## src/common/qsnd_pkg.sv

```systemverilog
// qsnd sound glue package: bus structs, address map and widths
package qsnd_pkg;

    localparam int rom_aw = 19;   // 512 kB sound ROM
    localparam int ram_aw = 13;   // 8 kB work RAM
    localparam int bank_w = 4;

    localparam logic [rom_aw-1:0] bank_base = 19'h0_8000;   // banked ROM starts after fixed window

    // page nibbles on addr[15:12]
    localparam logic [3:0] ram_hi_a  = 4'hc;
    localparam logic [3:0] ram_hi_b  = 4'hf;
    localparam logic [3:0] qsnd_page = 4'hd;
    localparam logic [3:0] wait_page = 4'h4;   // opcode fetches from here up get a wait step

    // register offsets on addr[2:0]
    localparam logic [2:0] reg_data_msb = 3'd0;
    localparam logic [2:0] reg_data_lsb = 3'd1;
    localparam logic [2:0] reg_addr     = 3'd2;
    localparam logic [2:0] reg_bank     = 3'd3;
    localparam logic [2:0] reg_status   = 3'd7;

    typedef struct packed {
        logic [15:0] addr;
        logic [7:0]  dout;
        logic        mreq_n;
        logic        rd_n;
        logic        wr_n;
        logic        m1_n;
        logic        iorq_n;
    } cpu_bus_t;

    typedef struct packed {
        logic [22:0] addr;     // word address
        logic [7:0]  dout;
        logic        ldswn;
        logic        buse_n;
    } main_bus_t;

    // bus after arbitration
    typedef struct packed {
        logic [15:0] addr;
        logic [7:0]  din;
        logic        wrn;
        logic        mreqn;
        logic        rdn;
    } mem_bus_t;

    typedef struct packed {
        logic [rom_aw-1:0] addr;
        logic              cs;
    } rom_req_t;

    typedef struct packed {
        logic [15:0] pbus_in;
        logic        irq;
        logic        rst;
    } dsp_port_t;

endpackage
```

## src/source/qsnd_bus_arbiter.sv

```systemverilog
// bus arbiter: main CPU takeover of the sound bus and owner multiplexer
module qsnd_bus_arbiter (
    input  logic                 clk48,
    input  logic                 rst,
    input  logic                 cen8,
    input  qsnd_pkg::cpu_bus_t   cpu_bus,
    input  qsnd_pkg::main_bus_t  main_bus,
    input  logic                 busak_n,
    input  logic                 rom_stall,
    output qsnd_pkg::mem_bus_t   mem,
    output logic                 busrq_n,
    output logic                 main_busakn
);

    logic [1:0] latch;
    logic       main_own;   // low while the main CPU holds the bus

    assign busrq_n  = main_bus.buse_n;
    assign main_own = latch[1];

    // grant ripples through two cen8 steps, release is immediate
    always_ff @(posedge clk48 or posedge rst) begin
        if (rst)
            latch <= 2'b11;
        else if (main_bus.buse_n)
            latch <= 2'b11;
        else if (cen8)
            latch <= {latch[0], busrq_n | busak_n};
    end

    assign main_busakn = main_own | rom_stall;

    always_comb begin
        if (main_own) begin
            mem.addr  = cpu_bus.addr;
            mem.din   = cpu_bus.dout;
            mem.wrn   = cpu_bus.wr_n;
            mem.rdn   = cpu_bus.rd_n;
            mem.mreqn = cpu_bus.mreq_n;
        end else begin
            mem.addr  = main_bus.addr[15:0];   // word address, low byte lane
            mem.din   = main_bus.dout;
            mem.wrn   = main_bus.ldswn;
            mem.rdn   = ~main_bus.ldswn;       // reads whenever not writing
            mem.mreqn = 1'b0;
        end
    end

endmodule

```

## config.mk

```make
export PLATFORM = sky130hd
export DESIGN_NAME = qsnd_bus_arbiter
export DESIGN_NICKNAME = d
export VERILOG_FILES = /design/src/common/qsnd_pkg.sv /design/src/source/qsnd_bus_arbiter.sv
export SDC_FILE = /design/constraint.sdc
export NUM_CORES = 1
export LEC_CHECK = 0
export BUFFER_PORTS_ARGS = -buffer_cell sky130_fd_sc_hd__buf_2
export CAP_MARGIN = 15
export CORE_MARGIN = 2
export CORE_UTILIZATION = 24
export DETAILED_ROUTE_END_ITERATION = 6
export PLACE_DENSITY = 0.86
export SYNTH_ARGS = -nofsm -noshare
export SYNTH_HDL_FRONTEND = slang
export SYNTH_SLANG_ARGS = --single-unit
```

## constraint.sdc

```tcl
create_clock -name clk48 -period 1.76 [get_ports clk48]
set_clock_uncertainty 0.05 [all_clocks]
set_input_delay 0.088 -clock clk48 [delete_from_list [all_inputs] [get_ports clk48]]
set_output_delay 0.088 -clock clk48 [all_outputs]
set_load 0.02 [all_outputs]
```

Word level (Yosys, flattened, before mapping)
Index checks and enable logic that the tools add are counted.
- word-level logic and storage cells: 8
- input bits: 67
- output and inout bits: 29
- register bits: 2
- bitwise operators: 3
- reduce and logical (&&, ||, !) cells: 1
- mux-type cells: 3
- operators by type and width (kind ; number):
    $mux W27 ; 1
    $mux W2 ; 2
    $or A1 B1 Y1 ; 2
    $reduce_bool A2 Y1 ; 1
    $not A1 Y1 ; 1

Logic depth before layout (Yosys ltp)
- depth after elaboration: 3
- mapped depth: 3
- depth with buffers taken out: 2

Worst setup path after synthesis
Ideal clock, no wire load.
- path type: register -> output
- start point: register latch[1]
- end point: output port mem[10] (netlist bit)
- stages on the path, launching flop included: 3
- path slack: 541 ps
- path buffers: 1
- data arrival time: 1081 ps
- cells stage by stage: dfstp_2 -> buf_4 -> mux2_2
- RTL lines (element ; line ; RTL):
    start: declaration ; qsnd_bus_arbiter.sv:15 ; logic [1:0] latch;
    start signal: assignment ; qsnd_bus_arbiter.sv:28 ; latch <= {latch[0], busrq_n | busak_n};
    end: declaration ; qsnd_bus_arbiter.sv:10 ; output qsnd_pkg::mem_bus_t mem,

==> results list <==
- Register bank with the most flops: latch
- The number of nets handed over by synthesis was 107.
- Drc violations: 0
* Fin. max-slew vios: 0
- Setup repair after global routing left no endpoint under its margin.
- In the global route stage, met1 resource usage came out at 0.1153.
- Yosys mapped the design onto 11 distinct sky130hd cell types.
* Worst hold path stage count: 2
* Number of synthesized register bits: 2
- After routing, the total negative slack on setup checks comes to 0 ps.
* Number of cells on the worst reg-to-reg path: 3
- The floorplan step defined a core boundary enclosing 1689 um^2.
* Critical path startpoint: latch[1]
- Wire length reported by the detailed router: 1555 um
- In this run the critical register-to-register path is captured at latch[1].
- The worst hold path begins at busak_n.
- Worst skew pair latency: 220 ps
- NumNets Final: 197
* Classification of the worst setup path: flop to output pin
- Routability-driven placement finished with a final weighted congestion of 0.6851.
- Overall track demand over capacity in global routing: 0.1339
* GR Util met2: 0.2556
* Total die area: 2114 um^2
- From synthesis to final layout, the design area changed by 110.1%.
* Most used routing layer: met2
- The worst setup path is launched from a flop.
- During synthesis, Yosys emitted a total of 0 warnings.
- Total iterations of the first detailed-routing run: 2
- Dividing the detail-routed wire length by the instance count gives 10.72 um.
- STA puts the critical path data arrival time at 1490 ps.
- Violation count after the first detailed-route iteration: 2
- The routed layout has 636 vias.
- Ports placed on the boundary: 96
- Initial antenna violation count: 0
* Worst setup margin: 136.9 ps
- Clock-pin slew on the worst setup and hold paths: 30 ps
- For this run, the register share of the synthesized area comes to 0.1243.
* Startpoint of the lowest-slack register-to-register path: latch[1]
- In this run the register-to-register setup slack is 640 ps.
- Mean number of vias per cell: 4.386
- A synthesized cell averages 10.57 um^2.
- CTS Buf Count: 3
- Maximum root-to-sink buffer count: 2
- Of the available clock period, the critical path in the final layout requires 0.9222.
* Outcome: finished, final reports clean
* Ratio of cells with drive above 1 in the final layout: 0.9297
* Die Span X: 45.98 um
* Count of port buffers added during placement: 86
* Met3 capacity usage during global routing: 0.05556
- The detail route stage leaves a number of antenna-violating nets equal to 0.
* Worst Setup End Kind: output pin
- CTS built an H-tree with a depth of 1.
- Worst hold path class: primary input to flop
* Worst-path fanout max: 18
- The via count of the first global-routing pass was 529.
- Number of endpoints with negative hold slack in the final report: 0
* Placement Rows: 15
- Detailed placement ended at an HPWL of 1346 um.
* Largest registers: latch: 2 flops
* Mapped cell area: 422.9 um^2
- Worst setup timing slack at the placement stage: 364.0 ps
* Root buffer selected by CTS: clkbuf_4
* CTS tree: built
* Number of setup buffers added after CTS: 0
- STA puts the critical path data required time at 1620 ps.
- Peak VDD IR: 0.0002893 V
- The count of cells in the finished layout, fillers not included, comes to 145.
- In this run the vertical extent of the chip is 45.98 um.
- The first global-routing pass estimated 2035 um of wire.
- In the synthesized netlist, the number of instances is 40.
* Largest net degree at the start of global routing: 19
- Pwr Density: 475.1 nW/um^2
- Global routing finished with a remaining overflow of 0.
* Measured slew at the worst slew-check pin: 196.0 ps
- For this design, the sink count on the clock tree is 2.
* Initial core utilization: 0.2504
- In this run the static leakage power is 0.5143 nW.
- In this run the tightest slew margin relative to its limit is 0.8693.
- The worst path needs 1623 ps of the cycle, external delays included.
- Number of flip-flops in the largest register: 2
- Counting tap cells, the placed design contains a total of 141 instances.
- Setup violations remaining at the end of the flow were counted as 0.
* Max Clock Freq: 616.1 MHz
- Inserted Diodes: 0
- Endpoint, Worst Hold: latch[0]
- WHS: 38.21 ps
- Total of max-cap violations: 0
[per-layer routing]
| metal | wire length [um] | part of all wire |
|---|---|---|
| met3 | 175 | 0.11 |
| met1 | 530 | 0.34 |
| met2 | 849 | 0.55 |
| met4 | 0 | 0 |
| met5 | 0 | 0 |
[worst max-delay path by stage]
stage          depth (start not counted)       to
2_1_floorplan                          2  mem[10]
3_3_place_gp                           3  mem[22]
3_5_place_dp                           3   mem[2]
4_1_cts                                3   mem[2]
5_1_grt                                3  mem[22]
6_report                               3   mem[7]
[cell usage in the layout (no fill, tap or decap)]
cell type      count
or2_2              1
and2_1             1
buf_2             86
inv_1              1
nand2_1            1
o21ai_0            1
buf_4              2
dlygate4sd3_1      1
mux2_2            25
clkbuf_4           3
nor2b_1            2
a211o_1            2
dfstp_2            2
[repair_timing]
action,CTS,global route
endpoints found under the hold margin,2,0
gates resized for setup,0,0
hold buffers,1,0
[critical path, cell delays in order (launching register included)]
cell and delay (ps):
dfstp_2 520, buf_4 220, mux2_2 360, buf_2 160
[area by class of cell]
cell class	instances	area (um^2)
inverter	1	3.754
multi-input combinational	33	332.8
timing repair buffer	89	455.4
sequential	2	52.55
clock buffer	3	22.52
tap	17	21.27
fill	178	800.8
[logic make-up after synthesis]
logic type | share of synthesized area
multiplexers | 0.6657
flip-flops | 0.1243
AO/OA/AOI/OAI | 0.05325
buffers and inverters | 0.08874
AND/OR/NAND/NOR | 0.06805
[power by group]
| group | internal (mW) | switching [mW] |
|---|---|---|
| Clock | 0.0752 | 0.0256 |
| Combinational | 0.135 | 0.133 |
| Sequential | 0.0516 | 0.00146 |
| Total | 0.262 | 0.160 |
[per-stage QoR]
stage                     utilization  total power [mW]  area [um^2]
after global routing           0.5259            0.4517        888.4
final                          0.5259            0.4220        888.4
after CTS                      0.5259            0.4314        888.4
after floorplan                     -            0.2128        422.9
after global placement         0.5067            0.3174        855.8
after detailed placement       0.5067            0.3219        855.8
[Yosys cell counts]
cell type,number,share of area
and2_1,1,0.015
buf_4,3,0.053
nor2b_1,2,0.030
o21ai_0,1,0.012
buf_6,1,0.027
a211o_1,2,0.041
nand2_1,1,0.0089
inv_1,1,0.0089
or2_2,1,0.015
mux2_2,25,0.67
dfstp_2,2,0.12
Power figures use the tool's default switching activity.
