### config.mk
export PLATFORM = sky130hd
export DESIGN_NAME = qsnd_mailbox
export DESIGN_NICKNAME = d
export VERILOG_FILES = /design/src/common/qsnd_pkg.sv /design/src/source/qsnd_mailbox.sv
export SDC_FILE = /design/constraint.sdc
export NUM_CORES = 1
export LEC_CHECK = 0
export BUFFER_PORTS_ARGS = -buffer_cell sky130_fd_sc_hd__clkbuf_2
export CAP_MARGIN = 20
export CORE_MARGIN = 2
export CORE_UTILIZATION = 40
export CTS_CLUSTER_DIAMETER = 80
export DETAILED_ROUTE_END_ITERATION = 16
export PLACE_DENSITY = 0.66
export SETUP_SLACK_MARGIN = 0.05
export SYNTH_ARGS = -nofsm -noshare
export SYNTH_HDL_FRONTEND = slang
export SYNTH_SLANG_ARGS = --single-unit
### constraint.sdc
create_clock -name clk48 -period 1.4 [get_ports clk48]
set_input_delay 0.21 -clock clk48 [delete_from_list [all_inputs] [get_ports clk48]]
set_output_delay 0.21 -clock clk48 [all_outputs]
set_load 0.005 [all_outputs]
### src/common/qsnd_pkg.sv
// qsnd sound glue package: bus structs, address map and widths
package qsnd_pkg;

    localparam int rom_aw = 19;   // 512 kB sound ROM
    localparam int ram_aw = 13;   // 8 kB work RAM
    localparam int bank_w = 4;

    localparam logic [rom_aw-1:0] bank_base = 19'h0_8000;   // banked ROM starts after fixed window

    // page nibbles on addr[15:12]
    localparam logic [3:0] ram_hi_a  = 4'hc;
    localparam logic [3:0] ram_hi_b  = 4'hf;
    localparam logic [3:0] qsnd_page = 4'hd;
    localparam logic [3:0] wait_page = 4'h4;   // opcode fetches from here up get a wait step

    // register offsets on addr[2:0]
    localparam logic [2:0] reg_data_msb = 3'd0;
    localparam logic [2:0] reg_data_lsb = 3'd1;
    localparam logic [2:0] reg_addr     = 3'd2;
    localparam logic [2:0] reg_bank     = 3'd3;
    localparam logic [2:0] reg_status   = 3'd7;

    typedef struct packed {
        logic [15:0] addr;
        logic [7:0]  dout;
        logic        mreq_n;
        logic        rd_n;
        logic        wr_n;
        logic        m1_n;
        logic        iorq_n;
    } cpu_bus_t;

    typedef struct packed {
        logic [22:0] addr;     // word address
        logic [7:0]  dout;
        logic        ldswn;
        logic        buse_n;
    } main_bus_t;

    // bus after arbitration
    typedef struct packed {
        logic [15:0] addr;
        logic [7:0]  din;
        logic        wrn;
        logic        mreqn;
        logic        rdn;
    } mem_bus_t;

    typedef struct packed {
        logic [rom_aw-1:0] addr;
        logic              cs;
    } rom_req_t;

    typedef struct packed {
        logic [15:0] pbus_in;
        logic        irq;
        logic        rst;
    } dsp_port_t;

endpackage
### src/source/qsnd_mailbox.sv
// CPU to DSP mailbox: 24-bit latch, DSP interrupt flag and parallel-bus data select
module qsnd_mailbox (
    input  logic                 clk48,
    input  logic                 rst,
    input  logic                 qsnd_wr,
    input  logic [1:0]           wr_offset,
    input  logic [7:0]           din,
    input  logic                 dsp_rst,
    input  logic                 dsp_pids_n,
    output qsnd_pkg::dsp_port_t  dsp
);

    logic [23:0] cpu2dsp;   // address byte on top, data word below
    logic        irq;
    logic [1:0]  datasel;
    logic        last_pids_n;
    logic        pids_rise;

    assign pids_rise = dsp_pids_n && !last_pids_n;

    always_ff @(posedge clk48) begin
        if (qsnd_wr) begin
            case ({1'b0, wr_offset})
                qsnd_pkg::reg_data_msb: cpu2dsp[15:8]  <= din;
                qsnd_pkg::reg_data_lsb: cpu2dsp[7:0]   <= din;
                qsnd_pkg::reg_addr:     cpu2dsp[23:16] <= din;
                default: ;
            endcase
        end
    end

    always_ff @(posedge clk48 or posedge rst) begin
        if (rst) begin
            irq         <= 1'b0;
            datasel     <= 2'b00;
            last_pids_n <= 1'b1;
        end else begin
            last_pids_n <= dsp_pids_n;
            if (qsnd_wr && {1'b0, wr_offset} == qsnd_pkg::reg_addr) begin
                irq     <= 1'b1;    // address byte completes the message
                datasel <= 2'b11;
            end else if (pids_rise) begin
                irq     <= 1'b0;
                datasel <= datasel >> 1;
            end
        end
    end

    // DSP reads the address first, then the data word
    assign dsp.pbus_in = datasel[1] ? {8'd0, cpu2dsp[23:16]} : cpu2dsp[15:0];
    assign dsp.irq     = irq;
    assign dsp.rst     = dsp_rst;

endmodule

* Yosys cells after proc, flatten, opt, wreduce, memory -nomap -nowiden
Index checks and enable logic that the tools add are counted.
** Storage, ports and cells
- Register bits :: 28
- Bits in read-only memories :: 0
- Bits in latches :: 0
- RAM bits :: 0
- Word-level logic and storage cells :: 21
- Input bits :: 15
- Memories :: 0
- Output and inout port bits :: 18
** Cells by class
- Shift operators :: 0
- Multiply operators :: 0
- Add/sub/neg operators :: 0
- Div/mod/pow operators :: 0
- Reductions and logical operators :: 8
- Magnitude comparators :: 0
- Bitwise logic cells :: 0
- Equal/unequal tests :: 2
- Multiplexer cells :: 5
** Operators by type and width (count)
- $mux W16 :: 1
- $reduce_and A2 Y1 :: 3
- $mux W2 :: 2
- $eq A2 B1 Y1 const B :: 1
- $eq A2 B2 Y1 const B :: 1
- $logic_and A1 B1 Y1 :: 2
- $logic_not A2 Y1 :: 1
- $mux W1 :: 2
- $reduce_bool A2 Y1 :: 1
- $logic_not A1 Y1 :: 1

* Depth between registers and ports, before layout
- Depth after elaboration :: 4
- Gate-level depth with buffers :: 3
- Depth with buffers taken out :: 2

* Worst setup path after synthesis
OpenSTA, ideal clock, no wires.
- Path kind :: input -> register
- From :: input wr_offset[0]
- To :: register cpu2dsp[10], enable pin
- Buffers on the path :: 0
- Setup slack :: 0.126 ns
- Arrival :: 0.889 ns
- Stages on the path :: 1
- Library setup time :: 0.385 ns
- Data required time :: 1.015 ns
- Cell sequence :: nor3b_1
** Between the ends
- Word-level cells in the longest chain between the ends :: 2
** RTL lines
- start: declaration :: line qsnd_mailbox.sv:6 : input logic [1:0] wr_offset,
- $logic_not A2 Y1 :: line qsnd_mailbox.sv:23 : case ({1'b0, wr_offset})
- $reduce_and A2 Y1 (no line)
- end signal: assignment :: line qsnd_mailbox.sv:24 : qsnd_pkg::reg_data_msb: cpu2dsp[15:8] <= din;
- end: declaration :: line qsnd_mailbox.sv:13 : logic [23:0] cpu2dsp;
No other way between the ends.
A chain may end at the register's enable or synchronous reset.

==> results.md <==
* Result of the run: finished with violations
* Violations in the final reports: setup timing
* Flip-flop and latch count after synthesis at 26
* Final hold violations at 0
* Vertical die dimension at 54.0 um
* Worst Path Arrival at 1320 ps
* Clock tree buffer depth at 2
* Area growth syn-to-layout at 30.6%
* Total wire length after detailed routing at 1660 um
* Detail Route met3 WL at 110 um
* # port buffers at 30
* Source-to-sink clock delay at the later pin of the worst-skew pair at 310 ps
* Clock tree from TritonCTS: built
* Number of placed instances with taps included at 111
* H-tree levels at 1
* Number of buffers and inverters on the critical path at 2
* Total clock buffers created by CTS at 3
* Netlist Area Pre-Place at 998 sq um
* Total Die Area at 2910 sq um
* Wl on met1 at 716 um
* Synthesized Nets at 67
* Type of origin of the critical path: flop
* Worst relative slew slack at 68.3%
* Vias per std cell at 4.71
* Remaining antenna violation count at 0
* Wire length of the first global-routing pass at 2550 um
* Power per standard cell area at 1250 nW/um^2
* Classification of the worst setup path: flop to output pin
* Gate Count Post-Synth at 52
* Area of the core at 2410 sq um
* Count of warnings emitted by yosys at 0
* CTS Root Buffer Type: sky130_fd_sc_hd__clkbuf_4
* Post-synthesis area per instance at 19.2 sq um
* # nets final at 105
* Met2 WL post-DR at 834 um
* CP Capture Type: output pin
* Fraction of layout cells with a size suffix above 1 at 55.1%
* Highest cell delay on the worst timing path at 430 ps
* Setup repair after global routing missed its margin: yes
* Antenna diode count at 0
* Max cap viols at 0
* Die span in x at 54.0 um
* Initial antenna violation count at 0
* Gpl congestion at 0.621
* Count of boundary I/O pins at 33
* Pre-Repair DR Iteration Count at 2
* Post-route setup slack at -132 ps
* DR vias at 561
* Final setup skew at 0.272 ps
* Initial Utilization at 41.4%
* Gr usage total at 12.9%
* Largest vdd supply drop at 0.718 mV
* Max Used Layer: met3
* Final instance count without filler cells at 119
* Remaining Overflow, GRT at 0
* Fin. max-slew vios at 0
* Average wire length per cell after detail routing at 14.0 um
* Post-layout instance area at 1300 sq um
* Slowest CP cell: sky130_fd_sc_hd__dfrtp_1
* List of cells traversed by the critical path: buf_6 -> mux2_4 -> clkbuf_2
* DRC errors left at 0
* Category of cells accounting for the largest share of critical-path delay: flip-flops
* Initial DRC Count at 4
* Leakage component of the power at 0.558 nW
* Final critical-path share of the clock period at 109%
* Sink count of the clock tree at 26
* Maximum number of pins on one net before global-route repair at 16
* Share of the yosys chip area belonging to registers at 77.3%
* Endpoint required time on the critical path at 1190 ps
* Min-Delay Path Class: input port to flop
* Worst slew pin tran at 475 ps
* Final setup violating endpoints at 13
* Placed cell areas at 1170 sq um
* Fmax at 0.653 GHz
* Top fanout value on the critical path at 6
* Shortest clock period the worst path allows after layout at 1530 ps
* Clock input transition at the sequential cells of the worst setup and hold paths at 150 ps
* Commonest cells after routing, fill and taps aside: 24 x sky130_fd_sc_hd__edfxtp_1, 24 x sky130_fd_sc_hd__clkbuf_2, 8 x sky130_fd_sc_hd__mux2_4
* Number of unique standard cell types used by synthesis at 14
* Vias in the first global route at 586
* Number of core rows at 18
==> registers in the layout, indices dropped and copies added, names as in the netlist <==
register / count
cpu2dsp: 24
irq: 1
last_pids_n: 1
==> what timing repair did <==
action	in CTS	in global routing
resized for setup	3	17
hold buffers	2	0
endpoints found under the setup margin	14	16
buffers inserted	1	1
pin swaps	0	0
endpoints found under the hold margin	3	0
cloned	1	0
==> where the power goes <==
part / leakage [nW] / switching (mW) / internal, mW
combinational: 0.287 / 0.0916 / 0.133
clock: 0.0279 / 0.218 / 0.289
sequential: 0.243 / 0.0124 / 0.891
==> path summary, 6_finish.rpt <==
check,slack (ps),from,cells past startpoint,to
max reg2reg,450,irq$_DFFE_PP0P_,3,irq$_DFFE_PP0P_
min in group asynchronous,260,rst,3,irq$_DFFE_PP0P_
min reg2reg,710,last_pids_n$_DFF_PP1_,2,irq$_DFFE_PP0P_
max in group asynchronous,940,rst,3,last_pids_n$_DFF_PP1_
min,80,din[0],1,cpu2dsp[16]$_DFFE_PP_
max,-130,irq$_DFFE_PP0P_,3,dsp[4]
==> synth_stat cells (all sizes together) <==
| library cell | instances | area, sq um |
|---|---|---|
| a21o | 1 | 7.51 |
| and2b | 2 | 15.0 |
| and3b | 2 | 17.5 |
| buf | 4 | 37.5 |
| dfrtp | 1 | 25.0 |
| dfstp | 1 | 26.3 |
| edfxtp | 24 | 721 |
| inv | 1 | 3.75 |
| mux2 | 8 | 93.8 |
| nand2b | 1 | 6.26 |
| nor2b | 6 | 37.5 |
| nor3b | 1 | 7.51 |
==> layer usage <==
layer | vias up | track usage (%)
met4 | 0 | 5.13
met3 | 0 | 3.33
met2 | 21 | 23.0
met5 | - | 0
met1 | 276 | 14.7
li1 | 264 | -
==> logic make-up after synthesis <==
group	count (synthesis)	share of synthesized area, %
muxes	8	9.40
buffers and inverters	5	4.13
DFF	26	77.3
and+or+nand+nor	12	8.40
AOI/OAI and AO/OA	1	0.752
==> area by class of cell <==
class | count | area, sq um
Clock buffer | 3 | 22.5
Clock inverter | 1 | 30.0
Fill cell | 209 | 1110
Inverter | 1 | 3.75
Multi-Input combinational cell | 21 | 219
Sequential cell | 26 | 772
Tap cell | 30 | 37.5
Timing Repair Buffer | 37 | 219
==> stage by stage <==
step	util (%)	setup WS [ps]	power (mW)	hold slack, ps	TNS, ps
3_5_place_dp	48.6	196	1.10	51.3	0
3_3_place_gp	48.6	209	1.10	45.2	0
2_1_floorplan	-	126	1.02	-49.5	0
4_1_cts	52.5	-137	1.62	76.6	-1400
6_report	54.1	-132	1.64	77.4	-1270
5_1_grt	54.1	-189	1.70	79.8	-2080
No activity file was read; power rests on OpenSTA's default activity.
