### config.mk
export PLATFORM = sky130hd
export DESIGN_NAME = qsnd_bus_ctrl
export DESIGN_NICKNAME = d
export VERILOG_FILES = /design/src/common/qsnd_pkg.sv /design/src/source/qsnd_bus_ctrl.sv
export SDC_FILE = /design/constraint.sdc
export NUM_CORES = 1
export LEC_CHECK = 0
export BUFFER_PORTS_ARGS = -buffer_cell sky130_fd_sc_hd__buf_2
export CAP_MARGIN = 20
export CORE_ASPECT_RATIO = 1.25
export CORE_MARGIN = 1
export CORE_UTILIZATION = 44
export CTS_CLUSTER_DIAMETER = 120
export DETAILED_ROUTE_END_ITERATION = 16
export GPL_ROUTABILITY_DRIVEN = 1
export GPL_TIMING_DRIVEN = 0
export MAX_ROUTING_LAYER = met4
export PLACE_DENSITY_LB_ADDON = 0.3
export SETUP_SLACK_MARGIN = 0.15
export SLEW_MARGIN = 20
export SYNTH_ARGS = -nofsm -noshare
export SYNTH_HDL_FRONTEND = slang
export SYNTH_SLANG_ARGS = --single-unit
export TNS_END_PERCENT = 20
### constraint.sdc
create_clock -name clk48 -period 2.3 [get_ports clk48]
set_input_delay 0.23 -clock clk48 [delete_from_list [all_inputs] [get_ports clk48]]
set_output_delay 0.23 -clock clk48 [all_outputs]
set_load 0.1 [all_outputs]
### src/common/qsnd_pkg.sv
// qsnd sound glue package: bus structs, address map and widths
package qsnd_pkg;

    localparam int rom_aw = 19;   // 512 kB sound ROM
    localparam int ram_aw = 13;   // 8 kB work RAM
    localparam int bank_w = 4;

    localparam logic [rom_aw-1:0] bank_base = 19'h0_8000;   // banked ROM starts after fixed window

    // page nibbles on addr[15:12]
    localparam logic [3:0] ram_hi_a  = 4'hc;
    localparam logic [3:0] ram_hi_b  = 4'hf;
    localparam logic [3:0] qsnd_page = 4'hd;
    localparam logic [3:0] wait_page = 4'h4;   // opcode fetches from here up get a wait step

    // register offsets on addr[2:0]
    localparam logic [2:0] reg_data_msb = 3'd0;
    localparam logic [2:0] reg_data_lsb = 3'd1;
    localparam logic [2:0] reg_addr     = 3'd2;
    localparam logic [2:0] reg_bank     = 3'd3;
    localparam logic [2:0] reg_status   = 3'd7;

    typedef struct packed {
        logic [15:0] addr;
        logic [7:0]  dout;
        logic        mreq_n;
        logic        rd_n;
        logic        wr_n;
        logic        m1_n;
        logic        iorq_n;
    } cpu_bus_t;

    typedef struct packed {
        logic [22:0] addr;     // word address
        logic [7:0]  dout;
        logic        ldswn;
        logic        buse_n;
    } main_bus_t;

    // bus after arbitration
    typedef struct packed {
        logic [15:0] addr;
        logic [7:0]  din;
        logic        wrn;
        logic        mreqn;
        logic        rdn;
    } mem_bus_t;

    typedef struct packed {
        logic [rom_aw-1:0] addr;
        logic              cs;
    } rom_req_t;

    typedef struct packed {
        logic [15:0] pbus_in;
        logic        irq;
        logic        rst;
    } dsp_port_t;

endpackage
### src/source/qsnd_bus_ctrl.sv
// sound bus controller: registered address decode, bank and DSP reset register, read mux
module qsnd_bus_ctrl (
    input  logic                clk48,
    input  logic                rst,
    input  qsnd_pkg::mem_bus_t  mem,
    input  logic [7:0]          rom_data,
    input  logic [7:0]          ram_q,
    input  logic                dsp_busy,
    output qsnd_pkg::rom_req_t  rom,
    output logic                ram_we,
    output logic                qsnd_wr,
    output logic                qsnd_rd,
    output logic [1:0]          wr_offset,
    output logic                dsp_rst,
    output logic [7:0]          cpu_din
);

    logic [3:0]                   page;
    logic [2:0]                   offset;
    logic                         rom_cs, ram_cs, bank_cs;
    logic [qsnd_pkg::rom_aw-1:0]  rom_addr;
    logic [qsnd_pkg::bank_w-1:0]  bank;
    logic                         qsnd_hit;

    assign page     = mem.addr[15:12];
    assign offset   = mem.addr[2:0];
    assign qsnd_hit = !mem.mreqn && page == qsnd_pkg::qsnd_page;

    always_ff @(posedge clk48 or posedge rst) begin
        if (rst) begin
            rom_cs  <= 1'b0;
            ram_cs  <= 1'b0;
            qsnd_wr <= 1'b0;
            bank_cs <= 1'b0;
            qsnd_rd <= 1'b0;
        end else begin
            rom_cs  <= !mem.mreqn && (!mem.addr[15] || mem.addr[15:14] == 2'b10);
            ram_cs  <= !mem.mreqn && (page == qsnd_pkg::ram_hi_a || page == qsnd_pkg::ram_hi_b);
            qsnd_wr <= qsnd_hit && !mem.wrn && offset <= qsnd_pkg::reg_addr;
            bank_cs <= qsnd_hit && !mem.wrn && offset == qsnd_pkg::reg_bank;
            qsnd_rd <= qsnd_hit && !mem.rdn && offset == qsnd_pkg::reg_status;
        end
    end

    // ROM address and mailbox offset follow the sampled cycle
    always_ff @(posedge clk48) begin
        if (!mem.mreqn) begin
            wr_offset <= offset[1:0];
            if (mem.addr[15])
                rom_addr <= {{(qsnd_pkg::rom_aw-qsnd_pkg::bank_w-14){1'b0}}, bank, mem.addr[13:0]}
                          + qsnd_pkg::bank_base;
            else
                rom_addr <= {{(qsnd_pkg::rom_aw-15){1'b0}}, mem.addr[14:0]};   // fixed window
        end
    end

    always_ff @(posedge clk48 or posedge rst) begin
        if (rst) begin
            bank    <= '0;
            dsp_rst <= 1'b1;   // DSP held in reset until the CPU releases it
        end else if (bank_cs) begin
            bank    <= mem.din[qsnd_pkg::bank_w-1:0];
            dsp_rst <= ~mem.din[7];
        end
    end

    assign ram_we   = ram_cs && !mem.wrn;
    assign rom.addr = rom_addr;
    assign rom.cs   = rom_cs;

    always_comb begin
        if (rom_cs)
            cpu_din = rom_data;
        else if (ram_cs)
            cpu_din = ram_q;
        else if (qsnd_rd)
            cpu_din = {~dsp_busy, {(7-qsnd_pkg::bank_w){1'b1}}, bank};   // status byte
        else
            cpu_din = 8'hff;   // open bus
    end

endmodule

After elaboration in Yosys (flattened, before gate mapping):

Cells that the tools add are included.

* add/subtract/negate cells: 1
* magnitude comparators: 1
* equality and inequality tests: 6
* mux-type cells: 4
* bitwise gates (word level): 2
* reductions and logical operators: 15

Operators with widths (number)
* $mux W8: 3
* $add A18 B16 Y19 const B: 1
* $mux W15: 1
* $eq A4 B4 Y1 const B: 3
* $logic_and A1 B1 Y1: 9
* $logic_not A1 Y1: 4
* $eq A3 B2 Y1 const B: 1
* $eq A3 B3 Y1 const B: 1
* $le A3 B2 Y1 const B: 1
* $eq A2 B2 Y1 const B: 1
* $logic_or A1 B1 Y1: 2
* $not A1 Y1: 2

* flip-flop bits (word level): 31
* input bits: 46
* output and inout port bits: 34

Logic depth before layout (Yosys ltp):

* depth after elaboration: 4
* depth in mapped cells: 3

Worst setup path after synthesis:

Ideal clock, no wire load.

* path kind: register to output
* from: reg qsnd_rd
* to: out cpu_din[7]
* data arrival time: 3.344 ns
* path slack: -1.274 ns
* cell stages (with the launch flop): 3
* path buffers: 0
* cell sequence: dfrtp_1 -> and3b_1 -> o31ai_1

* cells in the longest elaborated chain, start to end: 3

RTL lines
* start, declared: RTL line qsnd_bus_ctrl.sv:12 `output logic qsnd_rd,`
* start signal, assigned: RTL line qsnd_bus_ctrl.sv:41 `qsnd_rd <= qsnd_hit && !mem.rdn && offset == qsnd_pkg::reg_status;`
* $mux W8: RTL line qsnd_bus_ctrl.sv:76 `else if (qsnd_rd)`
* $mux W8: RTL line qsnd_bus_ctrl.sv:74 `else if (ram_cs)`
* $mux W8: RTL line qsnd_bus_ctrl.sv:72 `if (rom_cs)`
* end, declared: RTL line qsnd_bus_ctrl.sv:15 `output logic [7:0] cpu_din`

No other way between the ends.

Final worst setup path:

* from: reg rom_cs
* to: out cpu_din[2]

* cells in the longest elaborated chain, start to end: 1

RTL lines
* start, declared: RTL line qsnd_bus_ctrl.sv:20 `logic rom_cs, ram_cs, bank_cs;`
* start signal, assigned: RTL line qsnd_bus_ctrl.sv:37 `rom_cs <= !mem.mreqn && (!mem.addr[15] || mem.addr[15:14] == 2'b10);`
* $mux W8: RTL line qsnd_bus_ctrl.sv:72

No other way between the ends.

==> results.md <==
Run status:
- The flow ran to the end, and the final reports show no timing, DRC or antenna violations.

Final layout:
- The library cells used most frequently in the layout, excluding fill and tap cells, are 77 x sky130_fd_sc_hd__buf_2, 19 x sky130_fd_sc_hd__edfxtp_1, 9 x sky130_fd_sc_hd__dfrtp_1, 7 x sky130_fd_sc_hd__nor2b_1.
- The share of final-layout standard cells stronger than drive strength 1 is 58.14%.
- The most common cell after layout, fill and taps aside is sky130_fd_sc_hd__buf_2.
- Relative to the synthesized area, the layout overhead comes to 46.86%.
- The number of antenna diodes in the final layout is 0.
- The layout has 235 filler cells.
- After routing the design area is 1815 sq um.
- The final layout net count is 218.

Timing:
- For this run, the top clock speed supported by timing is 477.6 MHz.
- Setup repair after global routing could not meet its margin everywhere.
- The final cycle utilization of the critical path is 91.04%.
- Setup violations remaining at the end of the flow were counted as 0.
- The final number of hold-violating endpoints is 0.
- The worst hold-check slack is 0.04871 ns.
- At the pin with the least slew margin, the transition time is 0.6702 ns.
- Between clock sinks in the finished design, the worst skew comes to 0.007117 ns.
- The max-slew violation count is 0.
- Measured against its own limit, the worst slew margin works out to 55.27%.
- The shortest clock period the worst path allows after layout is 2.094 ns.

Detailed routing:
- After detailed routing, the number of vias per cell comes to 4.796.
- The detailed-router iteration count before antenna repair is 4.
- Across all layers, the routed design uses 988 vias.
- The topmost layer with routed signal wires is met4.
- For this run, design rule violations remaining after detail routing come to 0.
- After detailed routing, the wire length on met1 is 866 um.
- The count of nets left with antenna violations once routing finished came out at 0.
- Summed over all nets, wire length on met2 after detailed routing comes to 1490 um.
- Summed over all nets, wire length on met3 after detailed routing comes to 140 um.
- For this block, the initial DRC count from the detailed router was 26.
- The detailed-route wire length per cell is 12.29 um.
- Summed over all layers, the routed wires come to 2532 um.

Global route:
- For this run the aggregate overflow at the end of global routing stands at 0.
- The initial antenna violation count is 0.
- The pin count of the biggest net entering global routing is 20.
- The overall track demand over capacity in global routing is 19.13%.
- The first global-routing pass estimated 4008 um of wire.
- The via count of the first global-routing pass is 948.

Setup path:
- The critical setup path kind is reg2out.
- Data on the critical path is required at its endpoint by 2.07 ns.
- STA classifies the critical path startpoint as a flop.
- The library cell appearing most often on the critical path is sky130_fd_sc_hd__buf_2.
- The cell family with the largest share of critical-path delay is buffers and inverters.
- The longest individual stage delay on the worst path is 0.57 ns.
- STA puts the critical path data arrival time at 1.86 ns.
- The critical path endpoint category is an output pin.
- The count of buffer and inverter cells on the critical path is 2.
- The slowest stage of the critical path belongs to the cell sky130_fd_sc_hd__dfrtp_1.
- The maximum fanout along the worst path is 10.
- The signal on the critical path passes through buf_2 -> nand2_1 -> o31ai_4 -> buf_2.

Synth:
- Counting flops with an async set or reset pin after synthesis yields a share of 34.48%.
- The post-synthesis average cell area is 14.21 sq um.
- The net count after synthesis is 134.
- The share of the Yosys chip area taken by registers is 66.50%.
- The count of yosys warnings during synthesis is 0.
- After synthesis the netlist holds a flip-flop and latch count of 29.
- The summed instance area of the synthesized netlist is 1236 sq um.
- The primary flip-flop cell chosen by synthesis mapping is sky130_fd_sc_hd__edfxtp_1.
- The number of instances in the synthesized netlist is 87.
- The count of flip-flops with a built-in enable after synthesis is 19.
- Counting distinct cell types in the post-synthesis netlist gives 27.

Min path:
- In this run the worst hold path is classified as in2reg.

Placement:
- Summed over all nets, the half-perimeter wirelength after detailed placement is 2030 um.
- The placer's final routability congestion estimate is 0.7310.
- The placed instances occupy a cell area of 1728 sq um.
- The total of buffers placed on input and output ports is 76.

Clock network:
- No sink is reached through more buffers than the 2 on the longest clock path.
- The H-tree generated during clock tree synthesis spans 2 levels.
- The post-CTS repair timing setup buffer count is 0.
- The clock latency on the worst-skew pair is 0.32 ns.
- TritonCTS built the clock tree.
- After clock tree synthesis, the clock-pin slew on the worst setup and hold paths is 0.09 ns.
- The buffer cell driving the clock tree root is sky130_fd_sc_hd__clkbuf_4.
- The clock net in this run drives a total of 29 sinks.
- The number of buffers added by the clock tree synthesis step is 5.

Power and ir drop:
- In this run the static leakage power is 0.8726 nW.
- VDD sags by at most 0.6362 mV.
- The total design power is 1.436 mW.
- The total power density per cell area is 790.9 nW/um^2.

Floorplanning:
- The number of top-level design ports is 80.
- For this configuration, the core starts out at a cell density of 46.13%.
- The floorplan step set the die width to 49.41 um.
- Row generation in the floorplan step produced 21 rows.
- The die height is 61.26 um.
- The floorplan step defined a die boundary enclosing 3027 sq um.
- After floorplanning, the core was sized to cover 2680 sq um.

Run:
- The tool flagged a number of max-cap violations equal to 0.
[cell usage after synthesis, types with 2 or more instances]
cell | n | share of area (%)
sky130_fd_sc_hd__xor2_1 | 2 | 1.4
sky130_fd_sc_hd__buf_4 | 3 | 1.8
sky130_fd_sc_hd__a2bb2oi_1 | 2 | 1.4
sky130_fd_sc_hd__o31ai_1 | 5 | 3.0
sky130_fd_sc_hd__dfrtp_1 | 9 | 18
sky130_fd_sc_hd__nor2b_1 | 7 | 3.5
sky130_fd_sc_hd__edfxtp_1 | 19 | 46
sky130_fd_sc_hd__nor3b_1 | 5 | 3.0
sky130_fd_sc_hd__and2_1 | 2 | 1.0
sky130_fd_sc_hd__buf_2 | 2 | 0.81
sky130_fd_sc_hd__inv_1 | 6 | 1.8
sky130_fd_sc_hd__nand2_1 | 5 | 1.5
sky130_fd_sc_hd__mux2_2 | 5 | 4.6
sky130_fd_sc_hd__a21oi_1 | 2 | 0.81
[final timing paths]
check                                     from  slack, ns                         end  cells after the start
setup / recovery              rom_cs$_DFF_PP0_       0.21                  cpu_din[2]                      4
hold / removal                         mem[10]       0.05         dsp_rst$_DFFE_PP1P_                      2
setup reg to reg           bank[1]$_DFFE_PP0P_       1.11  rom_addr[17]$_SDFFCE_PN0N_                      3
hold reg to reg            dsp_rst$_DFFE_PP1P_       0.48         dsp_rst$_DFFE_PP1P_                      2
max in group asynchronous                  rst       1.59         dsp_rst$_DFFE_PP1P_                      3
min in group asynchronous                  rst       0.41         bank[1]$_DFFE_PP0P_                      3
[flip-flops by register name, summed over array words and instances (netlist names)]
signal and count:
qsnd_wr 1, bank_cs 1, qsnd_rd 1, dsp_rst 1
rom_cs 1, wr_offset 1, rom_addr 18, bank 4
ram_cs 1
[what timing repair did]
action | in CTS | in global routing
endpoints found under the setup margin | 0 | 5
hold buffers | 1 | 0
hold endpoints to repair | 9 | 0
gates resized for setup | 0 | 1
[final cells by class]
cell class / instances / area (sq um) / area share (%)
Buffer: 5 / 32.53 / 1.792
Clock buffer: 6 / 41.29 / 2.274
Clock inverter: 2 / 33.78 / 1.861
Inverter: 6 / 22.52 / 1.241
Multi-Input combinational cell: 47 / 427.9 / 23.57
Sequential cell: 29 / 822.0 / 45.28
Tap cell: 34 / 42.54 / 2.343
Timing Repair Buffer: 77 / 392.9 / 21.64
[worst reg2reg max path: stages (launching register included)]
cell and delay [ns]:
sky130_fd_sc_hd__dfrtp_1 0.43, sky130_fd_sc_hd__ha_1 0.23, sky130_fd_sc_hd__xor2_1 0.14, sky130_fd_sc_hd__and2_1 0.15
[where the power goes]
part | internal [mW] | switching (mW)
combinational | 0.0850 | 0.355
clock | 0.226 | 0.164
sequential | 0.591 | 0.0143
total | 0.902 | 0.534
[through the flow]
stage | setup WS [ns] | TNS [ns] | instances | utilization, %
global placement | 0.5471 | 0 | 197 | 64.47
finish | 0.2061 | 0 | 206 | 67.74
floorplan | -0.1932 | -0.5299 | 87 | -
detailed placement | 0.5289 | 0 | 197 | 64.47
CTS | 0.1880 | 0 | 206 | 67.65
global route | 0.07661 | 0 | 206 | 67.74
[routing by layer]
metal,vias up,GRT usage [%]
li1,482,-
met1,466,18.65
met2,34,36.20
met3,6,4.691
met4,0,8.571
met5,-,-
[cells by family after synthesis]
group | Yosys count | synth area share [%]
mux | 6 | 5.364
compound gates | 10 | 5.871
buf+inv | 11 | 4.453
simple gates | 28 | 15.39
flops | 29 | 66.50
fa+ha+maj | 1 | 1.012
xor+xnor | 2 | 1.417
(Power assumes the default switching activity.)
