<file path="src/common/qsnd_pkg.sv">
// qsnd sound glue package: bus structs, address map and widths
package qsnd_pkg;

    localparam int rom_aw = 19;   // 512 kB sound ROM
    localparam int ram_aw = 13;   // 8 kB work RAM
    localparam int bank_w = 4;

    localparam logic [rom_aw-1:0] bank_base = 19'h0_8000;   // banked ROM starts after fixed window

    // page nibbles on addr[15:12]
    localparam logic [3:0] ram_hi_a  = 4'hc;
    localparam logic [3:0] ram_hi_b  = 4'hf;
    localparam logic [3:0] qsnd_page = 4'hd;
    localparam logic [3:0] wait_page = 4'h4;   // opcode fetches from here up get a wait step

    // register offsets on addr[2:0]
    localparam logic [2:0] reg_data_msb = 3'd0;
    localparam logic [2:0] reg_data_lsb = 3'd1;
    localparam logic [2:0] reg_addr     = 3'd2;
    localparam logic [2:0] reg_bank     = 3'd3;
    localparam logic [2:0] reg_status   = 3'd7;

    typedef struct packed {
        logic [15:0] addr;
        logic [7:0]  dout;
        logic        mreq_n;
        logic        rd_n;
        logic        wr_n;
        logic        m1_n;
        logic        iorq_n;
    } cpu_bus_t;

    typedef struct packed {
        logic [22:0] addr;     // word address
        logic [7:0]  dout;
        logic        ldswn;
        logic        buse_n;
    } main_bus_t;

    // bus after arbitration
    typedef struct packed {
        logic [15:0] addr;
        logic [7:0]  din;
        logic        wrn;
        logic        mreqn;
        logic        rdn;
    } mem_bus_t;

    typedef struct packed {
        logic [rom_aw-1:0] addr;
        logic              cs;
    } rom_req_t;

    typedef struct packed {
        logic [15:0] pbus_in;
        logic        irq;
        logic        rst;
    } dsp_port_t;

endpackage
</file>
<file path="src/source/qsnd_cpu_timing.sv">
// sound CPU timing: periodic interrupt with acknowledge and opcode-fetch wait step
module qsnd_cpu_timing #(
    parameter int irq_period = 32000
) (
    input  logic       clk48,
    input  logic       rst,
    input  logic       cen8,
    input  logic       m1_n,
    input  logic       iorq_n,
    input  logic [3:0] page,
    output logic       int_n,
    output logic       cpu_cen
);

    localparam int cnt_w = $clog2(irq_period);

    logic [cnt_w-1:0] cnt;
    logic             cnt_over;
    logic             stall;

    assign cnt_over = cnt == cnt_w'(irq_period - 1);

    always_ff @(posedge clk48 or posedge rst) begin
        if (rst) begin
            cnt   <= '0;
            int_n <= 1'b1;
        end else if (cen8) begin
            cnt <= cnt_over ? '0 : cnt + 1'b1;
            if (!m1_n && !iorq_n)
                int_n <= 1'b1;   // interrupt acknowledge cycle
            else if (cnt_over)
                int_n <= 1'b0;
        end
    end

    // one cen8 step lost on fetches from the upper pages
    always_ff @(posedge clk48 or posedge rst) begin
        if (rst)
            stall <= 1'b0;
        else if (cen8) begin
            if (stall)
                stall <= 1'b0;
            else if (!m1_n && page >= qsnd_pkg::wait_page)
                stall <= 1'b1;
        end
    end

    assign cpu_cen = cen8 & ~stall;

endmodule

</file>
<file path="config.mk">
export PLATFORM = sky130hd
export DESIGN_NAME = qsnd_cpu_timing
export DESIGN_NICKNAME = d
export VERILOG_FILES = /design/src/common/qsnd_pkg.sv /design/src/source/qsnd_cpu_timing.sv
export SDC_FILE = /design/constraint.sdc
export NUM_CORES = 1
export LEC_CHECK = 0
export ABC_AREA = 1
export BUFFER_PORTS_ARGS = -buffer_cell sky130_fd_sc_hd__buf_2
export CAP_MARGIN = 20
export CORE_MARGIN = 1.5
export CORE_UTILIZATION = 53
export DETAILED_ROUTE_END_ITERATION = 8
export GPL_ROUTABILITY_DRIVEN = 0
export GPL_TIMING_DRIVEN = 0
export PLACE_DENSITY_LB_ADDON = 0.08
export SKIP_CTS_REPAIR_TIMING = 1
export SLEW_MARGIN = 20
export SYNTH_ARGS = -nofsm -noshare
export SYNTH_HDL_FRONTEND = slang
export SYNTH_SLANG_ARGS = --single-unit
export TNS_END_PERCENT = 100
</file>
<file path="constraint.sdc">
create_clock -name clk48 -period 1.62 [get_ports clk48]
set_input_delay 0.162 -clock clk48 [delete_from_list [all_inputs] [get_ports clk48]]
set_output_delay 0.162 -clock clk48 [all_outputs]
set_load 0.005 [all_outputs]
</file>
; ---- Word-level counts from Yosys, hierarchy flattened
; Index checks and enable logic that the tools add are counted.
[classes]
add_sub_neg = 1
n_lt_le_gt_ge = 1
n_eq_ne = 1
mux = 5
n_bitwise = 2
reduce_logical = 6
[ops]
columns = op, n
row1 = 15-bit by 1-bit adder with 15-bit output (second input constant), 1
row2 = 15-bit equality test (second input constant), 1
row3 = 15-bit 2-to-1 mux, 1
row4 = 4-bit by 3-bit greater-or-equal comparator with 1-bit output (second input constant), 1
row5 = 1-bit 2-to-1 mux, 4
row6 = 1-bit logical AND, 2
row7 = 1-bit logical NOT, 2
row8 = 2-bit AND reduction, 1
row9 = 2-bit nonzero test, 1
row10 = 1-bit AND, 1
row11 = 1-bit NOT, 1
[word_totals]
register_bits = 17
in_bits = 9

; ---- Logic depth before layout (Yosys ltp)
; Gate-level depths: netlist of run 1.
[depth]
depth_word = 4
depth_mapped = 8
mapped_depth_nobuf = 8

; ---- Worst setup path after synthesis of run 1
; OpenSTA, ideal clock, no wires.
[synth_timing]
kind = reg2reg
startpoint = register cnt[0]
endpoint = register cnt[14]
setup_time_ns = 0.119
arrival_time_ns = 1.093
required_ns = 1.501
path_slack_ns = 0.408
path_stages_with_launch = 7
path_cell_list = dfrtp_1 ha_1 nand3_1 nor3_4 nand3_1 nand2_1 nor2_1
[synth_via]
elab_chain_cells = 2
elab_cells_between_ends = 3
[synth_lines]
columns = item, line_no
row1 = "start, declared", qsnd_cpu_timing.sv:17  ; logic [cnt_w-1:0] cnt;
row2 = "start signal, assigned", qsnd_cpu_timing.sv:28  ; cnt <= cnt_over ? '0 : cnt + 1'b1;
row3 = 15-bit by 1-bit adder with 15-bit output or 15-bit equality test (tied branches), "qsnd_cpu_timing.sv:28, qsnd_cpu_timing.sv:21"
row4 = 15-bit 2-to-1 mux *, qsnd_cpu_timing.sv:28
; Mark *: on every way between the ends. The rest lies on a longest branch, timed or not.
; A chain may end at the register's enable or synchronous reset.

; ---- Final worst setup path of run 1
[layout_timing]
startpoint = register cnt[0]
endpoint = register cnt[10]
; The elaborated chain is that of the path after synthesis.

==> metrics.yaml, run 1 <==
status: "finished with violations"
violations: "negative hold slack"
slew_viol_final: 0
avgViaCountPerCell: 4.85
grtUsageTotal: 0.200
grt_pass1_wl_mm: 3.14
r2r_setup_slack_ns: 0.28
slew_headroom: 0.578
setup_viol: 0
dpl_cell_area_um2: 1100
rsz0062_at_grt: "false"
antenna_found_initial: 0
cts.sinks: 17
path_max_fanout: 6
power_density_nw_per_um2: 947
drtPass1Iterations: 6
grt_remaining_overflow: 0
syn_to_final_growth_pct: 9.65
nFillCells: 175
layout-drive-gt1-share: 0.171
worst_pin_slew_ns: 0.633
ys_types: 20
drtIter0Drc: 26
required_ns: 1.82
die_area_um2: 2210
ys_ff_latch: 17
antenna_cells: 0
critPathLaunchType: "flop"
drcViolationCount: 0
nets: 163
insertion_delay_ns: 0.29
placed_cells: 173
cts_tree: "built"
crit_arrival_ns: 1.54
hold_path_class: "input port to asynchronous set/reset pin"
clkSlewWorstSetupHoldPaths_ns: 0.10
synth.avg_cell_area_um2: 7.32
dp_worst_setup_slack_ns: 0.284
fp.coreArea_um2: 1760
cts_root_buffer: "clkbuf_4"
clk_path_buf_depth: 2
reg2reg_from: "cnt[0]$_DFFE_PP0P_"
grt_pass1_vias: 757
crit_path_end_kind: "flop"
fin_ws_ns: 0.280
whs_ns: -0.0683
crit_type: "flop to flop"
synthCells: 140
vias: 859
ir_worst_vdd_uv: 766
fin_area_um2: 1120
syn_area_um2: 1020
port_buffers: 8
start_util: 0.581
finalHoldViolCount: 16
io_pins: 11
htree_levels: 1
fp.dieW_um: 47.0
tns_ns: 0
fin_crit_ns: 1.34
rows: 15
synth_nets: 150
cp-startpoint: "cnt[0]$_DFFE_PP0P_"
fmax_ghz: 0.746
routedWlPerCell_um: 10.3
ant_nets: 0
seq_area_um2: 427
synth_seq_area_share: 0.416
cts_buffers: 3
ys_warn_count: 0
grt_max_degree: 18
multiInputGateArea_um2: 502
final_cells: 177
dpl.hpwl_mm: 1.40
die_h_um: 47.0
fin_skew_ns: 0.00162
route.final.wire_length_mm: 1.82
leakagePower_uw: 0.000631
finalCritPeriodShare: 0.827
drv_cap: 0
-- power breakdown --
part,switching (uW),internal (uW)
combinational,137,96.5
clock,140,91.9
sequential,96.1,502
-- critical path: stages (launching register included) --
cell     delay (ns)
dfrtp_1        0.41
ha_1           0.20
nand3_1        0.18
nor2_4         0.21
nand4_1        0.11
nand2_1        0.09
nor2_1         0.05
-- cells in the mapped netlist (all sizes together) --
cell | n | area (um^2)
nor2 | 28 | 135
nand3 | 11 | 55.1
dfstp | 1 | 26.3
o211ai | 1 | 7.51
o21bai | 1 | 7.51
xnor2 | 3 | 26.3
xor2 | 2 | 17.5
nand4 | 5 | 31.3
ha | 1 | 12.5
dfrtp | 16 | 400
inv | 23 | 86.3
buf | 2 | 10.0
a21oi | 4 | 20.0
nor3 | 2 | 21.3
nand2 | 40 | 168
-- layout by cell type (no fill, tap or decap), drive strengths merged --
cell / Yosys / routed
dfstp: 1 / 1
nand4: 5 / 5
buf: 2 / 10
a21oi: 4 / 4
xor2: 2 / 2
o21bai: 1 / 1
nand2: 40 / 40
o211ai: 1 / 1
dfrtp: 16 / 16
inv: 23 / 23
nor3: 2 / 2
nand3: 11 / 11
clkinv: 0 / 1
nor2: 28 / 28
clkbuf: 0 / 3
ha: 1 / 1
xnor2: 3 / 3
-- area by class of cell --
cell class                      count  area share
Multi-Input combinational cell     98       0.447
Sequential cell                    17       0.380
Inverter                           23      0.0768
Timing Repair Buffer                8      0.0356
Tap cell                           25      0.0278
Clock buffer                        3      0.0200
Buffer                              2     0.00891
Clock inverter                      1     0.00445
-- state kept, by name (all words and copies together) (netlist names) --
signal / cells
cnt: 15
int_n: 1
stall: 1
-- through the flow --
step | utilization | total power, uW
after floorplan | - | 779
after CTS | 0.637 | 1080
final | 0.637 | 1060
after detailed placement | 0.621 | 845
after global placement | 0.621 | 827
after global routing | 0.637 | 1130
-- worst paths after layout --
check,end,cells past startpoint
setup reg to reg,cnt[10]$_DFFE_PP0P_,6
max in group asynchronous,stall$_DFFE_PP0P_,2
min in group clk48,int_n$_DFFE_PP1P_,4
hold reg to reg,int_n$_DFFE_PP1P_,2
setup / recovery,cnt[10]$_DFFE_PP0P_,6
hold / removal,cnt[8]$_DFFE_PP0P_,2
-- kinds of logic (layout without fill, tap and decap cells) --
family          Yosys count  in the layout  share of synthesized area
simple gates             86             86                      0.400
buf+inv                  25             37                     0.0940
flops                    17             17                      0.416
compound gates            6              6                     0.0342
xor+xnor                  5              5                     0.0427
fa+ha+maj                 1              1                     0.0122
-- per-layer routing --
| metal | wire length [um] | global-route usage | part of all wire | vias up |
|---|---|---|---|---|
| li1 | - | - | - | 455 |
| met1 | 859 | 0.261 | 0.47 | 387 |
| met2 | 884 | 0.332 | 0.49 | 15 |
| met3 | 59 | 0.0269 | 0.032 | 2 |
| met4 | 15 | 0.0889 | 0.0082 | 0 |
| met5 | 0 | 0 | 0 | - |
No activity file was read; power rests on OpenSTA's default activity.
==> run 2, diff against run 1 <==
==> constraint.sdc (replaced) <==
create_clock -name clk48 -period 1.4 [get_ports clk48]
set_input_delay 0.14 -clock clk48 [delete_from_list [all_inputs] [get_ports clk48]]
set_output_delay 0.14 -clock clk48 [all_outputs]
set_load 0.005 [all_outputs]
==> metrics.yaml, run 2 (synthesis results as in run 1) <==
status: "completed"
htree_levels: 1  # unchanged
insertion_delay_ns: 0.29  # about the same
start_util: 0.581  # unchanged
use_met1: 0.261  # unchanged
antenna_found_initial: 0  # unchanged
routedWlPerCell_um: 11.2  # +8.9%
die_area_um2: 2210  # unchanged
finalHoldViolCount: 0  # -16
ir_worst_vdd_uv: 919  # +20%
worst_pin_slew_ns: 0.639  # +0.00650 ns
fp.dieW_um: 47.0  # unchanged
syn_to_final_growth_pct: 17.0
port_buffers: 8  # unchanged
slowest_stage: "dfrtp_1"
power.total_uw: 1310  # +24%
drv_cap: 0  # unchanged
grt_max_degree: 18  # unchanged
io_pins: 11  # unchanged
nets: 169  # +3.7%
cts_buffers: 3  # unchanged
ant_nets: 0  # unchanged
fin_skew_ns: 0.00163  # +0.0000132 ns
grtUsageTotal: 0.200  # unchanged
final_cell_mix: "nand2_1, nor2_1, inv_1"
layout-drive-gt1-share: 0.222  # +0.0505
fin_crit_ns: 1.36  # +0.0213 ns
finalCritPeriodShare: 0.972  # +0.145
leakagePower_uw: 0.000660  # +4.7%
cts_root_buffer: "clkbuf_4"
crit_path_end_kind: "flop"
dpl.hpwl_mm: 1.40  # unchanged
clkSlewWorstSetupHoldPaths_ns: 0.10  # about the same
required_ns: 1.60  # -0.22 ns
use_met3: 0.0269  # unchanged
vias: 895  # +4.2%
slew_viol_final: 0  # unchanged
drcViolationCount: 0  # unchanged
critPathTopFamily: "simple AND/OR/NAND/NOR gates"
fp.coreArea_um2: 1760  # unchanged
grt_pass1_wl_mm: 3.14  # unchanged
route.final.wire_length_mm: 2.05  # +13%
antenna_cells: 0  # unchanged
setup_viol: 0  # unchanged
path_max_fanout: 8  # +2
grt_use_met2: 0.332  # unchanged
whs_ns: 0.0495  # +0.118 ns
final_common_cell: "nand2_1"
timing.critical_path.buf_inv: 1  # +1
drtPass1Iterations: 6  # unchanged
rows: 15  # unchanged
worst_path_most_repeated_cell: "nor2_1"
largest_register: "cnt"
grt_pass1_vias: 757  # unchanged
drtIter0Drc: 19  # -27%
critPathLaunchType: "flop"
busiest_layer: "met2"
top_regs: "cnt: 15 flops, int_n: 1 flops, stall: 1 flops"
cts_tree: "built"
cp_slowest_stage_delay_ns: 0.44  # +0.03 ns
cts.sinks: 17  # unchanged
slew_headroom: 0.573  # -0.00434
hold_path_class: "input port to flop"
grt_remaining_overflow: 0  # unchanged
power_density_nw_per_um2: 1100  # +16%
crit_arrival_ns: 1.56  # +0.02 ns
rsz0062_at_grt: "true"
clk_path_buf_depth: 2  # unchanged
die_h_um: 47.0  # unchanged
fmax_ghz: 0.735  # -1.6%
crit_type: "flop to flop"
largest_register_ffs: 15  # unchanged
path_cells: "ha_4 -> inv_1 -> nor2_1 -> nand3_2 -> nor2_4 -> nand2_4 -> nand2_1 -> nor2_1"
avgViaCountPerCell: 4.89  # +0.77%
## run 2: where the power goes
part           total (uW)  leakage [uW]  switching [uW]  internal [uW]
Clock                 267     0.0000177             161            106
Combinational         337      0.000434             180            157
Sequential            710      0.000209             129            581
Total                1310      0.000660             469            844
## run 2: tightest hold or removal path, delay by kind of cell
kind / cells / cell delay [ns]
buf+inv: 1 / 0.07
simple gates: 3 / 0.13
## run 2: cell type report
class	instances	area [um^2]
fillers	172	566
multi-input cells	98	529
flip-flops and latches	17	427
repair buffers	14	87.6
inverters	23	86.3
well taps	25	31.3
clock buffers	3	22.5
plain buffers	2	10.0
clock inverters	1	5.00
## run 2: worst paths after layout
path                                         start                   to  slack, ns  cells past startpoint
max in group asynchronous                      rst    stall$_DFFE_PP0P_       0.52                      3
worst max-delay path            cnt[0]$_DFFE_PP0P_  cnt[10]$_DFFE_PP0P_       0.04                      8
worst min register to register   int_n$_DFFE_PP1P_    int_n$_DFFE_PP1P_       0.47                      2
worst min-delay path                        iorq_n    int_n$_DFFE_PP1P_       0.05                      4
min in group asynchronous                      rst   cnt[8]$_DFFE_PP0P_       0.47                      3
worst max register to register  cnt[0]$_DFFE_PP0P_  cnt[10]$_DFFE_PP0P_       0.04                      8
## run 2: stage by stage
| stage | worst slack, ns | util | std cells | instance area (um^2) | setup TNS (ns) |
|---|---|---|---|---|---|
| after floorplan | 0.188 | - | 140 | 1020 | 0 |
| after global placement | 0.0745 | 0.621 | 173 | 1100 | 0 |
| after detailed placement | 0.0643 | 0.621 | 173 | 1100 | 0 |
| after CTS | 0.0390 | 0.637 | 177 | 1120 | 0 |
| after global routing | -0.0551 | 0.679 | 183 | 1200 | -0.314 |
| final | 0.0386 | 0.679 | 183 | 1200 | 0 |
## run 2: routing by layer
metal  up-vias  share of wire
met4         0         0.0063
met5         -              0
met2        22           0.51
met3         2          0.038
li1        467              -
met1       404           0.45
